--- src/cpuPkg.sv ---
// CPU shared types
`default_nettype none

package cpuPkg;

  typedef logic [15:0] wordT;    // Data and instruction word
  typedef logic [2:0]  regAddrT; // Register index
  typedef logic [3:0]  condT;    // Jump condition code

  // Condition codes, 0 to 4 pick a flag
  localparam condT condZero     = 4'd0;
  localparam condT condNeg      = 4'd1;
  localparam condT condCarry    = 4'd2;
  localparam condT condOverflow = 4'd3;
  localparam condT condAlways   = 4'd4;
  localparam condT condNone     = 4'd15; // Never jumps

  typedef struct packed {
    logic zero;
    logic negative;
    logic carry;
    logic overflow;
    logic alwaysTrue;
  } flagsT;

  // Instruction format, bits 15:14
  typedef enum logic [1:0] {
    fmtJump  = 2'b00,
    fmtConst = 2'b01,
    fmtAlu   = 2'b10,
    fmtByte  = 2'b11
  } fmtT;

  // Jump kind, bits 13:12 of a format-00 word
  typedef enum logic [1:0] {
    jmpFalse  = 2'b00,
    jmpTrue   = 2'b01,
    jmpAlways = 2'b10,
    jmpLink   = 2'b11 // Bit 11 low links, high is a plain register jump
  } jmpT;

  typedef enum logic [4:0] {
    aluAdd    = 5'b00000,
    aluSub    = 5'b00001,
    aluAnd    = 5'b00010,
    aluOr     = 5'b00011,
    aluXor    = 5'b00100,
    aluNot    = 5'b00101,
    aluShl    = 5'b00110,
    aluShr    = 5'b00111,
    aluPassA  = 5'b01000,
    aluPassB  = 5'b01001,
    aluLoad   = 5'b01010,
    aluStore  = 5'b01011,
    aluByteLo = 5'b01100, // Byte constant into low half
    aluByteHi = 5'b01101  // Byte constant into high half
  } aluOpT;

  typedef enum logic [1:0] {
    fetchS     = 2'b00,
    decodeS    = 2'b01,
    executeS   = 2'b10,
    writebackS = 2'b11
  } stateT;

  typedef enum logic [1:0] {
    wbAlu   = 2'b00,
    wbPcInc = 2'b01,
    wbMem   = 2'b10,
    wbConst = 2'b11
  } wbSelT;

  typedef struct packed {
    regAddrT selA;
    regAddrT selB;
    regAddrT selDest;
    logic    regWe;
    logic    memWe;
    logic    flagWe;
    logic    fetch;        // Instruction register load
    logic    pcInc;
    logic    jumpEn;
    logic    jumpPolarity; // High jumps on a set flag
    logic    jumpReg;
    condT    cond;
    aluOpT   aluOp;
    wbSelT   wbSel;
    wordT    immediate;
    logic    useImm;
  } ctrlT;

endpackage

`default_nettype wire

--- src/pcCounter.sv ---
// Program counter
`timescale 1ns/1ps
`default_nettype none

module pcCounter #(
  parameter int progDepth = 256
) (
  input  logic         clock,
  input  logic         rstN,
  input  cpuPkg::ctrlT ctrl,
  input  logic         takeJump,
  input  cpuPkg::wordT regB,
  output cpuPkg::wordT pc
);
  import cpuPkg::*;

  logic jumpLatched; // Condition outcome from executeS
  wordT target;

  always_ff @(posedge clock) begin
    if (!rstN) begin
      jumpLatched <= 1'b0;
    end else begin
      jumpLatched <= takeJump;
    end
  end

  always_comb begin
    if (ctrl.jumpReg) begin
      target = regB;
    end else if (ctrl.jumpEn && jumpLatched) begin
      target = pc + ctrl.immediate; // Signed offset
    end else begin
      target = pc + 16'd1;
    end
  end

  always_ff @(posedge clock) begin
    if (!rstN) begin
      pc <= '0;
    end else if (ctrl.pcInc) begin
      pc <= wordT'(target % progDepth);
    end
  end

  // Register jumps never combine with a relative jump
  assert property (@(posedge clock) disable iff (!rstN) !(ctrl.jumpReg && ctrl.jumpEn));

endmodule

`default_nettype wire

--- config.mk ---
export PLATFORM = sky130hd
export DESIGN_NAME = pcCounter
export DESIGN_NICKNAME = d
export VERILOG_FILES = /design/src/cpuPkg.sv /design/src/pcCounter.sv
export SDC_FILE = /design/constraint.sdc
export NUM_CORES = 1
export LEC_CHECK = 0
export ABC_AREA = 1
export BUFFER_PORTS_ARGS = -buffer_cell sky130_fd_sc_hd__buf_2
export CAP_MARGIN = 15
export CORE_ASPECT_RATIO = 2
export CORE_MARGIN = 2
export CORE_UTILIZATION = 33
export CTS_CLUSTER_DIAMETER = 120
export DETAILED_ROUTE_END_ITERATION = 16
export GPL_ROUTABILITY_DRIVEN = 0
export HOLD_SLACK_MARGIN = 0.05
export PLACE_DENSITY_LB_ADDON = 0.3
export SLEW_MARGIN = 20
export SYNTH_ARGS = -nofsm -noshare
export SYNTH_HDL_FRONTEND = slang
export SYNTH_SLANG_ARGS = --single-unit
--- constraint.sdc ---
create_clock -name clock -period 1.6 [get_ports clock]
set_input_delay 0.08 -clock clock [delete_from_list [all_inputs] [get_ports clock]]
set_output_delay 0.08 -clock clock [all_outputs]
set_load 0.005 [all_outputs]
==> results of run 1 <==
==> power by group <==
group / leakage, nW / switching, W / total (W) / internal (W)
Clock: 0.0228 / 0.000106 / 0.000281 / 0.000175
Sequential: 0.0748 / 0.0000180 / 0.000259 / 0.000241
Combinational: 0.590 / 0.000120 / 0.000240 / 0.000119
==> final cells by class <==
type                       count  share of cell area [%]
clock buffer                   4                    3.47
tap                           28                    2.70
sequential                     9                    14.0
timing repair buffer          44                    21.6
inverter                      24                    7.34
multi-input combinational    102                    50.9
==> layer usage <==
| layer | vias to the layer above | GRT usage [%] | routed length, µm |
|---|---|---|---|
| li1 | 505 | - | - |
| met1 | 452 | 17.4 | 817 |
| met2 | 40 | 30.5 | 1390 |
| met3 | 10 | 1.75 | 117 |
| met4 | 0 | 8.28 | 85 |
| met5 | - | 0 | 0 |
==> what timing repair did <==
action / CTS / global route
pin swaps: 20 / 4
hold endpoints to repair: 1 / 0
gates resized for setup: 14 / 8
hold buffers: 1 / 0
setup endpoints to repair: 5 / 7
setup buffers: 6 / 3
==> how the worst max path moves through the flow <==
| stage | end | slack (ns) | cells after the start | from |
|---|---|---|---|---|
| floorplan | pc[6] | -0.05 | 14 | jumpLatched |
| global placement | pc[6] | -0.09 | 14 | jumpLatched |
| detailed placement | pc[4] | -0.15 | 12 | jumpLatched |
| CTS | pc[6] | -0.12 | 14 | jumpLatched |
| global route | pc[6] | -0.29 | 14 | jumpLatched |
| finish | pc[6] | -0.14 | 14 | jumpLatched |
==> registers in the layout (all words and copies together), names as in the netlist <==
name         cells
jumpLatched      1
pc               8
==> stage by stage <==
stage | std cells | hold slack (ns) | setup slack, ns | area, µm² | power [W]
after floorplan | 145 | 0.173 | -0.0488 | 905 | 0.000388
after global placement | 198 | 0.266 | -0.0930 | 1070 | 0.000451
after detailed placement | 198 | 0.274 | -0.146 | 1070 | 0.000455
after CTS | 209 | 0.118 | -0.125 | 1240 | 0.000763
after global routing | 211 | 0.150 | -0.293 | 1300 | 0.000827
final | 211 | 0.124 | -0.143 | 1300 | 0.000780
==> worst min-delay path: cells and delay by family <==
family                 cells  cell delay, ns
and+or+nand+nor            1            0.06
buffers and inverters      2            0.18
==> placed cells by master, fill, tap and decap left out, types with 3 or more instances in the layout <==
cell,n
a21oi_1,8
ha_4,4
nand2_1,27
a21oi_2,4
o211ai_1,3
nor2_4,3
inv_1,17
nand3b_1,3
nand2_2,5
inv_2,5
nor2_1,12
buf_2,29
o21ai_0,3
nand3_1,9
buf_4,11
conb_1,8
clkbuf_8,3
dfxtp_1,8
==> cells by family after synthesis <==
family	count (synthesis)	share of synthesized area, %
flops	9	20.9
compound gates	18	11.8
fa+ha+maj	8	12.5
buf+inv	34	19.4
other cells	1	0.435
simple gates	67	34.0
xor+xnor	1	1.02
==> impl_metrics.tcl, run 1 <==
set metrics [dict create \
    cts_made_buffers 3 \
    synth_top_flop_cell "dfxtp_1" \
    r2r_cells 14 \
    cpPeakStageDelay_ns 0.33 \
    r2r-start "jumpLatched" \
    worstPathMaxFanout 2 \
    io_pins 80 \
    leakagePower_nw 0.687 \
    r2r-end "pc[6]" \
    wire_per_inst_um 11.4 \
    cts_num_sinks 9 \
    first_iter_violations 12 \
    synth_area_leaders "dfxtp_1 (21%), nand2_1 (14%), ha_1 (10%)" \
    worst_path_most_repeated_cell "nand2_1" \
    dieArea_um2 3060 \
    max-cap-violations 0 \
    vias 1007 \
    clock_path_buffers 2 \
    synth_top_area_share_pct 20.9 \
    pwr_density_cell_nw_per_um2 602 \
    diodes 0 \
    htree_levels 1 \
    finalWorstSetupSlack_ns -0.143 \
    tns_ns -0.532 \
    grt_overflow 0 \
    worstHoldStart "rstN" \
    grt_first_pass_wirelength_mm 3.80 \
    reg2reg_setup_slack_ns -0.14 \
    synth_area_um2 862 \
    synth_top_area_cell "dfxtp_1" \
    die_y_um 76.3 \
    outcome "finished with violations" \
    violations "negative setup slack" \
    drive_gt1_share_pct 42.1 \
    rsz0062_at_grt "true" \
    cp.required_ns 1.78 \
    area_growth_pct 50.4 \
    cts_tree "yes" \
    async_flop_share_pct 0 \
    crit_family "simple AND/OR/NAND/NOR gates" \
    worst_ep_arrival_time_ns 1.92 \
    nets 256 \
    hold_violations 0 \
    portBuffers 29 \
    crit_path_top_delay_cell "dfxtp_2" \
    fin_util_pct 51.7 \
    fmax_ghz 0.574 \
    cp_cell_sequence "nand2_4, or2_1, ha_2, inv_2, fa_2, inv_2, nand2_2, nand2_2, nand3b_1, nand2_1, nand2_1, nand3_1, nand2_1, a21oi_2" \
    path_class "reg2reg" \
    syn_avg_cell_area_um2 6.25 \
    synth_seq_cells 9 \
    clk_pin_slew_ns 0.05 \
    ff_latch_area_um2 181 \
    antenna_found_initial 0 \
    hold_class "in2reg" \
    finalWirelength_mm 2.41 \
    critPathLaunchType "flip-flop" \
    clockRootBuffer "clkbuf_8" \
    drtAntennaViolNets 0 \
    endpoint_kind "flip-flop" \
    drv_slew 0 \
    core-area_um2 2500 \
    die_w_um 40.1 \
    setup_viol 6 \
    via_per_inst 4.77 \
    grt_max_degree 10 \
    clk_latency_ns 0.24 \
    worstHoldEndpoint "jumpLatched" \
    crit_buf_inv 2 \
    dp.final_hpwl_mm 1.82 \
    firstDrtPassIters 4 \
    peakVddDrop_v 0.000439 \
    initial_utilization_pct 34.4 \
    synth.distinct_cells 22 \
    gr-usage-all-layers_pct 17.0 \
    fin_crit_ns 1.74 \
    drcViolationCount 0 \
    period_share_pct 109 \
    yosys.cell_count.top_type "nand2_1" \
    grt_pass1_vias 950 \
    synth_common_cells "nand2_1 (32), inv_1 (20), nor2_1 (16), a21oi_1 (11), nand3_1 (10)" \
    synth-seq-area-share_pct 20.9 \
    fillers 249 \
    yosys_warnings 0 \
    fin_skew_ns 0.00184 \
    multi_input_area_um2 659 \
    synth_edf_count 0 \
    rows 26 \
    postSynthCellCount 138 \
    min_path_cells 3 \
]
Power figures use the tool's default switching activity.
==> run 2: changes to the inputs <==
MAX_ROUTING_LAYER = met4   (was default)
RECOVER_POWER = 100   (was default)
==> impl_metrics.tcl, run 2 (same netlist as run 1, synthesis figures left out) <==
set metrics [dict create \
    outcome "finished with violations" \
    violations "negative setup slack" \
    fin_util_pct 51.5 \
    initial_utilization_pct 34.4 \
    r2r-end "pc[6]" \
    dp.final_hpwl_mm 1.82 \
    reg2reg_setup_slack_ns -0.14 \
    clock_path_buffers 2 \
    clockRootBuffer "clkbuf_8" \
    first_iter_violations 13 \
    r2r-start "jumpLatched" \
    rsz0062_at_grt "true" \
    grt_overflow 0 \
    hold_class "in2reg" \
    rows 26 \
    finalWirelength_mm 2.40 \
    max-cap-violations 0 \
    fin_skew_ns 0.00144 \
    drtAntennaViolNets 0 \
    io_pins 80 \
    pwr_density_cell_nw_per_um2 604 \
    r2r_cells 14 \
    die_w_um 40.1 \
    vias 1005 \
    hold_violations 0 \
    drcViolationCount 0 \
    largest_registers "pc x8, jumpLatched x1" \
    worstHoldEndpoint "jumpLatched" \
    endpoint_kind "flip-flop" \
    worstHoldStart "rstN" \
    antenna_found_initial 0 \
    fin_crit_ns 1.74 \
    finalWorstSetupSlack_ns -0.141 \
    fmax_ghz 0.574 \
    layout_common_cells "nand2_1 (27), buf_2 (24), inv_1 (17)" \
    grt_max_degree 10 \
    period_share_pct 109 \
    diodes 0 \
    via_per_inst 4.76 \
    cts_num_sinks 9 \
    wire_per_inst_um 11.4 \
    leakagePower_nw 0.667 \
    peakVddDrop_v 0.000439 \
    path_class "reg2reg" \
    critPathLaunchType "flip-flop" \
    gr-usage-all-layers_pct 17.4 \
    max_flop_register "pc" \
    portBuffers 29 \
    stdcell_count 211 \
    cts_tree "yes" \
    cts_made_buffers 3 \
    finalPower_w 0.000779 \
    grt_first_pass_wirelength_mm 3.80 \
    layout_commonest_cell "nand2_1" \
    htree_levels 1 \
    drive_gt1_share_pct 39.3 \
    worst_ep_arrival_time_ns 1.92 \
    worstPathMaxFanout 2 \
    setup_viol 6 \
    drv_slew 0 \
    firstDrtPassIters 4 \
    area_growth_pct 49.6 \
    grt_pass1_vias 953 \
    dieArea_um2 3060 \
    place_ws_ns -0.146 \
    nets 256 \
    core-area_um2 2500 \
    min_path_cells 3 \
    dp_cells 198 \
    largest_reg_flops 8 \
    clk_pin_slew_ns 0.05 \
    clk_latency_ns 0.24 \
    die_y_um 76.3 \
    cp.required_ns 1.78 \
]
## run 2: cell types whose count changed in the layout (fill, tap and decap cells not counted), sizes merged
cell and delta:
clkbuf +6, buf -6
## run 2: critical path, cell delays in order, from the launching register on
cell,delay (ns)
dfxtp_2,0.33
nand2_4,0.07
or2_1,0.10
ha_2,0.18
inv_2,0.04
fa_2,0.33
inv_2,0.07
nand2_2,0.05
nand2_2,0.07
nand3b_1,0.09
nand2_1,0.07
nand2_1,0.04
nand3_1,0.06
nand2_1,0.07
a21oi_2,0.11
## run 2: where the power goes
part / total [W] / leakage, nW / internal [W] / switching [W]
sequential: 0.000259 / 0.0748 / 0.000241 / 0.0000182
clock: 0.000282 / 0.0228 / 0.000175 / 0.000107
combinational: 0.000238 / 0.570 / 0.000117 / 0.000121
## run 2: layer usage
| metal | global-route usage, % | part of all wire, % | up-vias |
|---|---|---|---|
| li1 | - | - | 506 |
| met1 | 17.4 | 34 | 453 |
| met2 | 30.5 | 58 | 36 |
| met3 | 1.75 | 4.7 | 10 |
| met4 | 8.28 | 3.5 | 0 |
| met5 | - | 0 | - |
## run 2: layout make-up
type	instances	area, µm²
Sequential cell	9	181
Tap cell	28	35.0
Multi-Input combinational cell	102	659
Fill cell	252	1210
Inverter	24	95.1
Timing Repair Buffer	44	274
Clock buffer	4	45.0
## run 2: what timing repair did
item                                    in CTS  in global routing
buffers inserted                             6                  3
pin swaps                                   20                  4
hold endpoints to repair                     1                  0
hold buffers                                 1                  0
endpoints found under the setup margin       5                  7
resized for setup                           14                  8
## run 2: worst max path at each step
stage / to / from / depth (start not counted) / slack (ns)
floorplan: pc[6] / jumpLatched / 14 / -0.05
global placement: pc[6] / jumpLatched / 14 / -0.09
global route: pc[6] / jumpLatched / 14 / -0.29
CTS: pc[6] / jumpLatched / 14 / -0.12
finish: pc[6] / jumpLatched / 14 / -0.14
detailed placement: pc[4] / jumpLatched / 12 / -0.15
## run 2: stage by stage
stage	hold slack [ns]	cell area, µm²	setup TNS, ns
2_1_floorplan	0.173	905	-0.110
3_3_place_gp	0.266	1070	-0.297
3_5_place_dp	0.274	1070	-0.471
4_1_cts	0.118	1240	-0.391
5_1_grt	0.150	1290	-1.18
6_report	0.122	1290	-0.529
==> run 3: changes to the inputs <==
CORE_ASPECT_RATIO = default   (was 2)
CORE_UTILIZATION = 37   (was 33)
RECOVER_POWER = default   (was 100)
clock period = 1.75 ns   (was 1.6 ns; I/O delays follow)
==> impl_metrics.tcl, run 3 (same netlist as run 1, synthesis figures left out) <==
set metrics [dict create \
    max_flop_register "pc" \
    clk_pin_slew_ns 0.07 \
    outcome "finished with violations" \
    fin_skew_ns 0.00384 \
    cts_num_sinks 9 \
    finalWirelength_mm 2.03 \
    power.sequential.fraction_pct 39.4 \
    switching_share_pct 32.7 \
    setup_viol 1 \
    pwr_density_cell_nw_per_um2 513 \
    grt.busiest_layer "met2" \
    grt_overflow 0 \
    worstHoldEndpoint "pc[2]" \
    dp.final_hpwl_mm 1.56 \
    r2r-start "jumpLatched" \
    hold_class "in2reg" \
    max-cap-violations 0 \
    r2r_cells 14 \
    crit_path_top_delay_cell "fa_2" \
    peakVddDrop_v 0.000345 \
    stdcell_area_um2 1150 \
    finalWorstSetupSlack_ns -0.0248 \
    violations "negative setup slack" \
    fin_crit_ns 1.77 \
    drcViolationCount 0 \
    diodes 0 \
    path_class "reg2reg" \
    cp.required_ns 1.96 \
    critPathLaunchType "flip-flop" \
    io_pins 80 \
    pwr-share-comb_pct 31.8 \
    wire_per_inst_um 9.95 \
    clock_path_buffers 2 \
    fmax_ghz 0.563 \
    drtAntennaViolNets 0 \
    largest_reg_flops 8 \
    power_frac_clock_pct 28.9 \
    switching_power_w 0.000194 \
    cp_cell_sequence "nand2_2, or2_1, ha_2, inv_2, fa_2, inv_2, nand2_2, nand2_2, nand3b_1, nand2_1, nand2_1, nand3_1, nand2_1, a21oi_2" \
    p_int_w 0.000399 \
    antenna_found_initial 0 \
    r2r-end "pc[6]" \
    crit_start "jumpLatched" \
    min_path_cells 3 \
    initial_utilization_pct 39.0 \
    htree_levels 1 \
    die_w_um 52.3 \
    nets 249 \
    crit_buf_inv 2 \
    dieArea_um2 2730 \
    cpPeakStageDelay_ns 0.35 \
    period_share_pct 101 \
    cts_tree "yes" \
    dp_cells 196 \
    rows 17 \
    rsz0062_at_grt "true" \
    placed_area_um2 1030 \
    finalPower_w 0.000592 \
    clk_latency_ns 0.27 \
    grt_max_degree 10 \
    layout_common_cells "nand2_1 (29), buf_2 (29), inv_1 (18)" \
    first_iter_violations 7 \
    core-area_um2 2210 \
    stdcell_count 204 \
    worstPathMaxFanout 2 \
    worstHoldStart "regB[2]" \
    vias 946 \
    grt_pass1_vias 764 \
    hold_violations 0 \
    grt_use_met1_pct 19.3 \
    worst_ep_arrival_time_ns 1.98 \
    drv_slew 0 \
    leakagePower_nw 0.633 \
    portBuffers 29 \
    area_growth_pct 33.8 \
    met2_usage_pct 24.1 \
    drive_gt1_share_pct 36.4 \
    largest_registers "pc x8, jumpLatched x1" \
    clockRootBuffer "clkbuf_4" \
    endpoint_kind "flip-flop" \
    gr-usage-all-layers_pct 15.3 \
    via_per_inst 4.64 \
    firstDrtPassIters 4 \
    die_y_um 52.3 \
    crit_family "simple AND/OR/NAND/NOR gates" \
    reg2reg_setup_slack_ns -0.02 \
    grt_first_pass_wirelength_mm 3.08 \
    cts_made_buffers 3 \
    grtUsageMet3_pct 1.71 \
]
==> run 3: worst max path at each step <==
| stage | endpoint | slack [ns] | cells past startpoint |
|---|---|---|---|
| CTS | pc[6] | -0.03 | 14 |
| global route | pc[6] | -0.17 | 14 |
| finish | pc[6] | -0.02 | 14 |
| floorplan | pc[6] | 0.009 | 14 |
| global placement | pc[6] | 0.01 | 14 |
| detailed placement | pc[6] | -0.05 | 14 |
==> run 3: layout make-up <==
type,instances,area (µm²)
inverter,24,95.1
multi-input combinational,102,604
tap,28,35.0
fill,245,1060
timing repair buffer,37,211
sequential,9,181
clock buffer,4,26.3
==> run 3: stage by stage <==
step,setup WS (ns),setup TNS [ns],util [%],hold slack (ns)
final,-0.0248,-0.0248,52.1,0.104
after global routing,-0.165,-0.280,52.1,0.111
after CTS,-0.0257,-0.0314,48.5,0.108
after detailed placement,-0.0520,-0.0707,46.4,0.279
after global placement,0.0114,0,46.4,0.269
after floorplan,0.00932,0,-,0.181
==> run 3: timing repair <==
action	4_1_cts	5_1_grt
pin swaps	2	15
hold endpoints to repair	1	0
hold buffers	1	0
setup buffers	1	2
gates resized for setup	2	17
setup endpoints to repair	2	5
==> run 3: metal layers <==
layer / routed length, µm / part of all wire, % / vias up
met5: 0 / 0 / -
met4: 37 / 1.8 / 0
met3: 82 / 4.0 / 5
met2: 966 / 48 / 27
met1: 944 / 47 / 420
li1: - / - / 494
==> run 3: worst min-delay path, cell delays in order <==
cell,delay (ns)
buf_2,0.07
a21oi_1,0.05
a21oi_1,0.13
==> run 3: power groups by stage <==
stage,registers (W),clock network [W],logic [W]
detailed placement,0.000236,0,0.000162
CTS,0.000232,0.000171,0.000167
floorplan,0.000236,0,0.000115
global placement,0.000235,0,0.000158
global route,0.000235,0.000191,0.000212
finish,0.000233,0.000171,0.000188
